File: config.mk
export PLATFORM = sky130hd
export DESIGN_NAME = sc_datapath
export DESIGN_NICKNAME = d
export VERILOG_FILES = /design/src/logic/datapath_pkg.sv /design/src/logic/fetch_stage.sv /design/src/logic/scoreboard.sv /design/src/logic/execute.sv /design/src/logic/writeback.sv /design/src/logic/sc_datapath.sv
export SDC_FILE = /design/constraint.sdc
export NUM_CORES = 1
export LEC_CHECK = 0
export BUFFER_PORTS_ARGS = -buffer_cell sky130_fd_sc_hd__buf_2
export CAP_MARGIN = 20
export CORE_MARGIN = 2
export CORE_UTILIZATION = 40
export CTS_CLUSTER_DIAMETER = 40
export DETAILED_ROUTE_END_ITERATION = 12
export GPL_ROUTABILITY_DRIVEN = 0
export SLEW_MARGIN = 20
export SYNTH_ARGS = -nofsm -noshare
export SYNTH_HDL_FRONTEND = slang
export SYNTH_SLANG_ARGS = --single-unit
File: constraint.sdc
create_clock -name CLK -period 4.67 [get_ports CLK]
set_input_delay 0.934 -clock CLK [delete_from_list [all_inputs] [get_ports CLK]]
set_output_delay 0.934 -clock CLK [all_outputs]
set_load 0.03 [all_outputs]
File: src/logic/datapath_pkg.sv
// datapath package: widths, opcodes, instruction fields and stage records for the scalar core
package datapath_pkg;

    // widths
    localparam int WORD_W   = 16;
    localparam int PC_W     = 8;
    localparam int REG_W    = 3;
    localparam int OP_W     = 4;
    localparam int NUM_REGS = 8;

    // instruction field positions
    localparam int OPCODE_HI = 15;
    localparam int OPCODE_LO = 12;
    localparam int RD_HI     = 11;
    localparam int RD_LO     = 9;
    localparam int RS1_HI    = 8;
    localparam int RS1_LO    = 6;
    localparam int RS2_HI    = 5;
    localparam int RS2_LO    = 3;
    localparam int IMM6_HI   = 5;
    localparam int IMM6_LO   = 0;
    localparam int IMM9_HI   = 8;
    localparam int IMM9_LO   = 0;

    typedef logic [WORD_W-1:0] word_t;
    typedef logic [PC_W-1:0]   pc_t;
    typedef logic [REG_W-1:0]  reg_sel_t;

    // codes not listed here decode as a NOP
    typedef enum logic [OP_W-1:0] {
        OP_ADD  = 4'h0,
        OP_SUB  = 4'h1,
        OP_AND  = 4'h2,
        OP_XOR  = 4'h3,
        OP_ADDI = 4'h4,
        OP_BEQ  = 4'h5,
        OP_JAL  = 4'h6,
        OP_HALT = 4'hF
    } opcode_t;

    typedef enum logic [1:0] {
        SB_RUN,
        SB_HOLD,
        SB_HALTED
    } sb_state_t;

    // fetch -> scoreboard latch
    typedef struct packed {
        logic  valid;
        word_t instr;
        pc_t   pc;
    } fetch_t;

    // scoreboard issue register, read by execute
    typedef struct packed {
        logic     valid;
        opcode_t  op;
        reg_sel_t rd;
        word_t    rdat1;
        word_t    rdat2;
        word_t    imm;
        pc_t      pc;
    } issue_t;

    typedef struct packed {
        logic     done;
        reg_sel_t reg_sel;
        word_t    wdat;
    } ex_t;

    typedef struct packed {
        logic taken;
        pc_t  target;
    } redirect_t;

    // writeback record, also the commit trace
    typedef struct packed {
        logic     wen;
        reg_sel_t reg_sel;
        word_t    wdat;
    } wb_t;

endpackage

File: src/logic/fetch_stage.sv
// fetch stage: program counter and instruction memory request with ihit wait and redirect
`timescale 1ns/1ps

module fetch_stage import datapath_pkg::*; (
    input  logic      CLK,
    input  logic      nrst,
    input  logic      ihit,
    input  word_t     imemload,
    input  logic      freeze,
    input  redirect_t redirect,
    input  logic      halt,
    output logic      imemREN,
    output pc_t       imemaddr,
    output fetch_t    fetch_out
);

    pc_t  pc;
    logic accept;

    // request stays up with a stable address until ihit comes back
    assign imemREN  = !halt;
    assign imemaddr = pc;

    // word is taken only when the scoreboard can move and no redirect is pending
    assign accept = ihit && imemREN && !freeze && !redirect.taken;

    always_comb begin
        fetch_out       = '0;
        fetch_out.valid = accept;
        fetch_out.instr = imemload;
        fetch_out.pc    = pc;
    end

    // redirect overrides both the wait and a normal advance
    always_ff @(posedge CLK, negedge nrst) begin
        if (!nrst) begin
            pc <= '0;
        end
        else if (redirect.taken) begin
            pc <= redirect.target;
        end
        else if (accept) begin
            pc <= pc + pc_t'(1);
        end
    end

endmodule

File: src/logic/scoreboard.sv
// scoreboard: decode, register file, busy tracking, hazard hold and the issue register
`timescale 1ns/1ps

module scoreboard import datapath_pkg::*; (
    input  logic      CLK,
    input  logic      nrst,
    input  fetch_t    fetch_in,
    input  wb_t       wb,
    input  redirect_t redirect,
    output logic      freeze,
    output issue_t    issue
);

    word_t                regs [NUM_REGS];
    logic  [NUM_REGS-1:0] busy;
    logic  [NUM_REGS-1:0] busy_next;

    sb_state_t state;
    sb_state_t state_next;

    // decoded fields
    opcode_t  op;
    reg_sel_t rd;
    reg_sel_t src_a;
    reg_sel_t src_b;
    word_t    imm;
    logic     uses_a;
    logic     uses_b;
    logic     writes_rd;

    logic hazard;
    logic issue_go;

    always_comb begin
        op        = opcode_t'(fetch_in.instr[OPCODE_HI:OPCODE_LO]);
        rd        = fetch_in.instr[RD_HI:RD_LO];
        src_a     = fetch_in.instr[RS1_HI:RS1_LO];
        src_b     = fetch_in.instr[RS2_HI:RS2_LO];
        imm       = {{(WORD_W-6){fetch_in.instr[IMM6_HI]}}, fetch_in.instr[IMM6_HI:IMM6_LO]};
        uses_a    = 1'b0;
        uses_b    = 1'b0;
        writes_rd = 1'b0;
        case (op)
            OP_ADD, OP_SUB, OP_AND, OP_XOR: begin
                uses_a    = 1'b1;
                uses_b    = 1'b1;
                writes_rd = 1'b1;
            end
            OP_ADDI: begin
                uses_a    = 1'b1;
                writes_rd = 1'b1;
            end
            // beq compares the rd and rs1 fields
            OP_BEQ: begin
                src_a  = fetch_in.instr[RD_HI:RD_LO];
                src_b  = fetch_in.instr[RS1_HI:RS1_LO];
                uses_a = 1'b1;
                uses_b = 1'b1;
            end
            OP_JAL: begin
                writes_rd = 1'b1;
                imm = {{(WORD_W-9){fetch_in.instr[IMM9_HI]}},
                       fetch_in.instr[IMM9_HI:IMM9_LO]};
            end
            default: begin
            end
        endcase
    end

    // any busy source or destination blocks issue until writeback clears it
    assign hazard = (uses_a && busy[src_a]) || (uses_b && busy[src_b])
                 || (writes_rd && busy[rd]);

    assign issue_go = fetch_in.valid && !hazard && !redirect.taken && (state != SB_HALTED);
    assign freeze   = (fetch_in.valid && hazard) || (state == SB_HALTED);

    always_comb begin
        state_next = state;
        if (state != SB_HALTED) begin
            if (redirect.taken) begin
                state_next = SB_RUN;
            end
            else if (fetch_in.valid && hazard) begin
                state_next = SB_HOLD;
            end
            else if (issue_go && op == OP_HALT) begin
                state_next = SB_HALTED;
            end
            else begin
                state_next = SB_RUN;
            end
        end
    end

    // clear from writeback, set on issue of a register writer
    always_comb begin
        busy_next = busy;
        if (wb.wen) begin
            busy_next[wb.reg_sel] = 1'b0;
        end
        if (issue_go && writes_rd) begin
            busy_next[rd] = 1'b1;
        end
    end

    always_ff @(posedge CLK, negedge nrst) begin
        if (!nrst) begin
            state <= SB_RUN;
            busy  <= '0;
            issue <= '0;
        end
        else begin
            state <= state_next;
            busy  <= busy_next;
            issue <= '0;
            if (issue_go) begin
                issue.valid <= 1'b1;
                issue.op    <= op;
                issue.rd    <= rd;
                issue.rdat1 <= regs[src_a];
                issue.rdat2 <= regs[src_b];
                issue.imm   <= imm;
                issue.pc    <= fetch_in.pc;
            end
        end
    end

    // single write port, driven by writeback
    always_ff @(posedge CLK, negedge nrst) begin
        if (!nrst) begin
            regs <= '{default: '0};
        end
        else if (wb.wen) begin
            regs[wb.reg_sel] <= wb.wdat;
        end
    end

endmodule

File: src/logic/execute.sv
// execute stage: ALU, branch and jump resolution, sticky halt flag
`timescale 1ns/1ps

module execute import datapath_pkg::*; (
    input  logic      CLK,
    input  logic      nrst,
    input  issue_t    issue,
    output ex_t       ex_out,
    output redirect_t redirect,
    output logic      halt
);

    word_t result;
    logic  writes;
    logic  taken;
    pc_t   target;
    pc_t   pc_plus1;
    logic  halt_now;
    logic  halt_q;

    // branch offsets are word offsets, only the low bits reach the pc
    assign target   = issue.pc + pc_t'(issue.imm);
    assign pc_plus1 = issue.pc + pc_t'(1);

    always_comb begin
        result = '0;
        writes = 1'b0;
        taken  = 1'b0;
        case (issue.op)
            OP_ADD: begin
                result = issue.rdat1 + issue.rdat2;
                writes = 1'b1;
            end
            OP_SUB: begin
                result = issue.rdat1 - issue.rdat2;
                writes = 1'b1;
            end
            OP_AND: begin
                result = issue.rdat1 & issue.rdat2;
                writes = 1'b1;
            end
            OP_XOR: begin
                result = issue.rdat1 ^ issue.rdat2;
                writes = 1'b1;
            end
            OP_ADDI: begin
                result = issue.rdat1 + issue.imm;
                writes = 1'b1;
            end
            OP_BEQ: begin
                taken = (issue.rdat1 == issue.rdat2);
            end
            // link value is the return address
            OP_JAL: begin
                result = {{(WORD_W-PC_W){1'b0}}, pc_plus1};
                writes = 1'b1;
                taken  = 1'b1;
            end
            default: begin
            end
        endcase
    end

    always_comb begin
        ex_out          = '0;
        ex_out.done     = issue.valid && writes;
        ex_out.reg_sel  = issue.rd;
        ex_out.wdat     = result;
        redirect        = '0;
        redirect.taken  = issue.valid && taken;
        redirect.target = target;
    end

    assign halt_now = issue.valid && (issue.op == OP_HALT);
    assign halt     = halt_q || halt_now;

    // stays set until reset
    always_ff @(posedge CLK, negedge nrst) begin
        if (!nrst) begin
            halt_q <= 1'b0;
        end
        else if (halt_now) begin
            halt_q <= 1'b1;
        end
    end

endmodule

File: src/logic/writeback.sv
// writeback stage: latches the completing result as the register write and busy clear record
`timescale 1ns/1ps

module writeback import datapath_pkg::*; (
    input  logic CLK,
    input  logic nrst,
    input  ex_t  ex_in,
    output wb_t  wb
);

    wb_t wb_q;

    // data only moves on a completing result, wen drops in idle cycles
    always_ff @(posedge CLK, negedge nrst) begin
        if (!nrst) begin
            wb_q <= '0;
        end
        else begin
            wb_q.wen <= ex_in.done;
            if (ex_in.done) begin
                wb_q.reg_sel <= ex_in.reg_sel;
                wb_q.wdat    <= ex_in.wdat;
            end
        end
    end

    // one write port serves the register file, the busy clear and commit
    assign wb = wb_q;

endmodule

File: src/logic/sc_datapath.sv
// scalar datapath top: fetch, scoreboard, execute and writeback with the inter-stage latches
`timescale 1ns/1ps

module sc_datapath import datapath_pkg::*; (
    input  logic  CLK,
    input  logic  nrst,
    input  logic  ihit,
    input  word_t imemload,
    output logic  imemREN,
    output pc_t   imemaddr,
    output logic  halt,
    output wb_t   commit
);

    fetch_t    fetch_out;
    fetch_t    fetch_q;
    issue_t    issue;
    ex_t       ex_out;
    wb_t       wb_q;
    redirect_t redirect;
    logic      freeze;

    fetch_stage fetch_stage_inst (
        .CLK       (CLK),
        .nrst      (nrst),
        .ihit      (ihit),
        .imemload  (imemload),
        .freeze    (freeze),
        .redirect  (redirect),
        .halt      (halt),
        .imemREN   (imemREN),
        .imemaddr  (imemaddr),
        .fetch_out (fetch_out)
    );

    scoreboard scoreboard_inst (
        .CLK      (CLK),
        .nrst     (nrst),
        .fetch_in (fetch_q),
        .wb       (wb_q),
        .redirect (redirect),
        .freeze   (freeze),
        .issue    (issue)
    );

    execute execute_inst (
        .CLK      (CLK),
        .nrst     (nrst),
        .issue    (issue),
        .ex_out   (ex_out),
        .redirect (redirect),
        .halt     (halt)
    );

    // holds the execute -> writeback latch
    writeback writeback_inst (
        .CLK   (CLK),
        .nrst  (nrst),
        .ex_in (ex_out),
        .wb    (wb_q)
    );

    // fetch -> scoreboard latch
    // squashed on a taken branch, held while the scoreboard stalls
    always_ff @(posedge CLK, negedge nrst) begin
        if (!nrst) begin
            fetch_q <= '0;
        end
        else if (redirect.taken) begin
            fetch_q <= '0;
        end
        else if (!freeze) begin
            fetch_q <= fetch_out;
        end
    end

    // every register write leaves as a commit record
    assign commit = wb_q;

endmodule

# After elaboration in Yosys (flattened, before gate mapping)
# Index checks and enable logic that the tools add are counted.
# totals
register_bits	256
out_inout_bits	30
elab_cells	138
# classes
n_addsub	6
n_lt_le_gt_ge	10
eq_ne	18
n_mux	38
bitwise	8
n_reduce_logical	33
# op_table
operator	count
128-bit bitwise mux	1
16-bit binary-select mux with 3-bit select	2
16-bit two-way mux	6
16-bit case mux with 6 select lines	1
64-bit two-way mux	1
25-bit two-way mux	2
16-bit demux with 3-bit select	1
16-bit adder	2
8-bit two-way mux	4
4-bit by 3-bit equality test with 1-bit output (second input constant)	6
1-bit logical AND	18
6-bit OR reduction	3
8-bit by 1-bit adder with 8-bit output (second input constant)	2
16-bit bitwise AND	1
16-bit equality test	1
4-bit by 2-bit equality test with 1-bit output (second input constant)	4
3-bit by 4-bit < comparator with 1-bit output (second input constant)	4
16-bit subtractor	1
16-bit XOR	1
4-bit greater-or-equal comparator (second input constant)	3
3-bit inverter with 4-bit output	3
1-bit binary-select mux with 3-bit select	3
1-bit two-way mux	9
8-bit adder	1
other kinds (19)	33

# Longest topological paths before layout
# logic_depth
depth_word	15
ltp_mapped	15

# Cells and area by module
# Synthesis repeated with hierarchy kept, for this count alone.
# unflattened
cells_unflattened	1314
area_unflattened_um2	15299.7
# modules_own_cells
module	n_inst	cells_each	area_each_um2	seq_area_each_um2
scoreboard	1	726	10079.7	4879.7
execute	1	390	2747.6	25.0
sc_datapath	1	81	1034.7	625.6
writeback	1	41	783.3	500.5
fetch_stage	1	76	654.4	200.2

# Least setup slack after synthesis
# Ideal clock, no wire load.
# synth_timing
path_type	register to register
from	register, netlist name scoreboard_inst.issue[60]
to	register, netlist name writeback_inst.wb[13]
arrival_ns	3.826
slack_ns	0.713
stages_incl_launch_ff	15
path_buffers	2
synth_period_minus_slack_ns	3.957
path_cell_list	dfrtp_1 > clkbuf_1 > nor3_1 > nand2_1 > clkbuf_1 > o21ai_0 > ha_1 > a21o_1 > a21o_1 > a2111o_1 > a41oi_1 > nor3b_1 > or3_1 > a31oi_1 > a31oi_1
# synth_via
elab_chain_cells	4
# synth_rtl
element	line	text
4-bit by 1-bit equality test with 1-bit output (tied with other cells)	execute.sv:29	case (issue.op)
6-bit OR reduction (no source line)	-	
1-bit two-way mux	execute.sv:29	
1-bit logical AND	execute.sv:66	ex_out.done = issue.valid && writes;
# Parallel ways exist; a longest one is shown, timed or not.
# A chain may end at the register's enable or synchronous reset.

# Final worst setup path
# layout_timing
from	register, netlist name scoreboard_inst.issue[60]
to	register, netlist name writeback_inst.wb[13]
# layout_via
elab_chain_cells	4
# layout_rtl
element	line
4-bit by 1-bit equality test with 1-bit output (tied with other cells)	execute.sv:29
6-bit OR reduction (no source line)	-
1-bit two-way mux	execute.sv:29
1-bit logical AND	execute.sv:66
# Parallel ways exist; a longest one is shown, timed or not.

==> flow_summary.toml <==
[yosys]
synth.most_common_cell = "nand2_1"
synth_top_family_by_area = "simple AND/OR/NAND/NOR gates"
muxShareOfSynthArea = 0.139
synth_cell_types = 71
yosys.area.top_type = "dfrtp_1"
ys_warn_count = 0
synth.area.top_cells = "dfrtp_1 (43%), mux2_2 (11%), nand2_1 (8.1%), ha_1 (5.0%), nand3_1 (3.1%)"
synth_nets = 1605
synth_compound_area_frac = 0.117
synth-seq-cells = 249
syn_inst = 1526
synth-xor-area-share = 0.0225
synth_fa_ha_area_frac = 0.0537
synth_top_cell_area_share = 0.433
async_flop_share = 1.00
synth_edf_count = 0
synthTopCellsByCount = "nand2_1 (312), dfrtp_1 (249), mux2_2 (138), nor2_1 (94), nand3_1 (88)"
syn-cell-area_sq_um = 14400
synthSimpleGateAreaFrac = 0.193
yosysSeqAreaShare = 0.433
synthFlopType = "dfrtp_1"
synth.avg_cell_area_sq_um = 9.44

[timing]
drv_slew = 0
setup-tns-final_ns = 0
worst_pin_slew_ns = 0.954
clock_skew_ns = 0.0199
min_period_over_period = 0.808
relSlewSlack = 0.364
finalHoldViolCount = 0
hold_slack_ns = 0.429
worst_slack_ns = 0.895
fin_crit_ns = 3.77
fmax_mhz = 265
rsz0062_at_grt = "false"
setup_viol = 0

[grt]
antenna_found_initial = 0
grt_pass1_vias = 11600
overflow = 0
grt_max_degree = 123
grt_pass1_wl_um = 65900
track_usage = 0.221

[outcome]
status = "finished, final reports clean"

[clock_tree]
numCtsBuffers = 46
clock-sinks = 249
clockRootBuffer = "clkbuf_16"
clock_path_buffers = 3
htreeDepth = 2
cts_resized = 0
insertion_delay_ns = 0.57
cts_tree = "yes"
path_clk_slew_ns = 0.05
cts_setup_buffers = 0
cts-hold-fix-buffers = 0

[pwr]
p_sw_frac = 0.443
clockPowerShare = 0.256
seqPwrFrac = 0.292
p_sw_w = 0.00595
combinationalPowerShare = 0.452
p_leak_nw = 7.81
ir_worst_vdd_mv = 0.451
p_int_w = 0.00749
p_per_area_nw_per_um2 = 804

[critical_path]
cp.arrival_ns = 4.21
required_ns = 5.10
start_kind = "register"
crit_path_end_kind = "register"
critPathMaxFanout = 21
worst-setup-path-type = "reg -> reg"

[die]
coreArea_sq_um = 35500
die-area_sq_um = 37500
initial_utilization = 0.406
row_count = 69
ioPinCount = 49
die_h_um = 194
die_w_um = 194

[final_layout]
fin_area_sq_um = 16700
final_nets = 1631
n_antenna_cell = 0
instances_no_fill = 2048
area_delta_synth_final_pct = 16.0
drive_gt1_frac = 0.199

[detailed_routing]
viasPerCell = 5.75
drc = 0
num_vias = 11800
finalWirelength_um = 41100
first_pass_iters = 5
drt_iter0_drc = 741
wl_per_cell_um = 20.1
antenna_left = 0

[place]
dp_hpwl_um = 25800
dp.cells = 1965
place_area_sq_um = 15100
place_ws_ns = 0.975
portBuffers = 48

[run]
maxCapViolCount = 0

[worst_hold_path]
hp-class = "in -> async"
-- layout make-up --
cell class                      count  area (sq um)
Fill cell                        3292         18800
Multi-Input combinational cell   1133          7640
Sequential cell                   249          6230
Clock buffer                       53          1220
Tap cell                          461           577
Timing Repair Buffer               78           500
Clock inverter                     30           377
Inverter                           44           165
-- layer usage --
layer / global-route usage / part of all wire / wire length, um / vias to the layer above
li1: - / - / - / 5451
met1: 0.305 / 0.45 / 18400 / 5856
met2: 0.348 / 0.46 / 19000 / 386
met3: 0.0444 / 0.063 / 2600 / 93
met4: 0.0755 / 0.027 / 1130 / 0
met5: 0 / 0 / 0 / -
-- stage by stage --
step,util,power (W)
global route,0.471,0.0143
CTS,0.471,0.0135
detailed placement,0.426,0.00995
floorplan,-,0.00811
finish,0.471,0.0134
global placement,0.426,0.00984
-- logic make-up after synthesis --
| group | count (synthesis) |
|---|---|
| flops | 249 |
| compound gates | 236 |
| simple gates | 619 |
| fa+ha+maj | 60 |
| xor+xnor | 37 |
| buf+inv | 144 |
| mux | 181 |
-- state kept, by name, summed over array words and instances (netlist names) --
register,count
execute_inst.halt_q,1
writeback_inst.wb,20
scoreboard_inst.issue,57
fetch_q,25
scoreboard_inst.regs,128
scoreboard_inst.busy,8
fetch_stage_inst.imemaddr,8
scoreboard_inst.state,2
-- placed cells by master (no fill, tap or decap), types with 32 or more instances in the layout --
cell | synthesis | layout
nand2_1 | 312 | 312
dfrtp_1 | 249 | 249
mux2_2 | 138 | 138
nor2_1 | 94 | 94
nand3_1 | 88 | 88
ha_1 | 57 | 57
a31oi_1 | 51 | 51
clkbuf_16 | 0 | 47
buf_2 | 10 | 47
inv_1 | 43 | 43
and3_1 | 37 | 37
mux2i_1 | 40 | 36
a21oi_1 | 36 | 36
a311oi_1 | 32 | 32
-- worst paths after layout --
kind | from | to | slack (ns) | cells after the start
worst max-delay path | scoreboard_inst.issue[60] | writeback_inst.wb[13] | 0.90 | 12
worst min-delay path | nrst | scoreboard_inst.regs[58] | 0.43 | 1
worst max register to register | scoreboard_inst.issue[60] | writeback_inst.wb[13] | 0.90 | 12
worst min register to register | scoreboard_inst.issue[57] | writeback_inst.wb[17] | 0.43 | 2
max in group asynchronous | nrst | fetch_q[21] | 3.16 | 2
min in group CLK | scoreboard_inst.issue[57] | writeback_inst.wb[17] | 0.43 | 2
-- critical path, stage by stage, from the launching register on --
cell and delay (ns):
dfrtp_1 0.64, nor3_2 0.29, nand2_1 0.18, o21ai_0 0.35
ha_1 0.30, a21o_1 0.15, a21o_1 0.21, a2111o_1 0.46
a41oi_1 0.38, nor3b_1 0.11, or3_1 0.32, a31oi_1 0.16
a31oi_1 0.10
-- power by group through the flow --
stage / Clock [W] / Sequential (W) / Combinational, W
after floorplan: 0 / 0.00370 / 0.00441
after global placement: 0 / 0.00391 / 0.00593
after detailed placement: 0 / 0.00394 / 0.00601
after CTS: 0.00351 / 0.00391 / 0.00604
after global routing: 0.00362 / 0.00405 / 0.00665
final: 0.00344 / 0.00393 / 0.00607
Note: power is estimated with default switching activity, not from simulation.
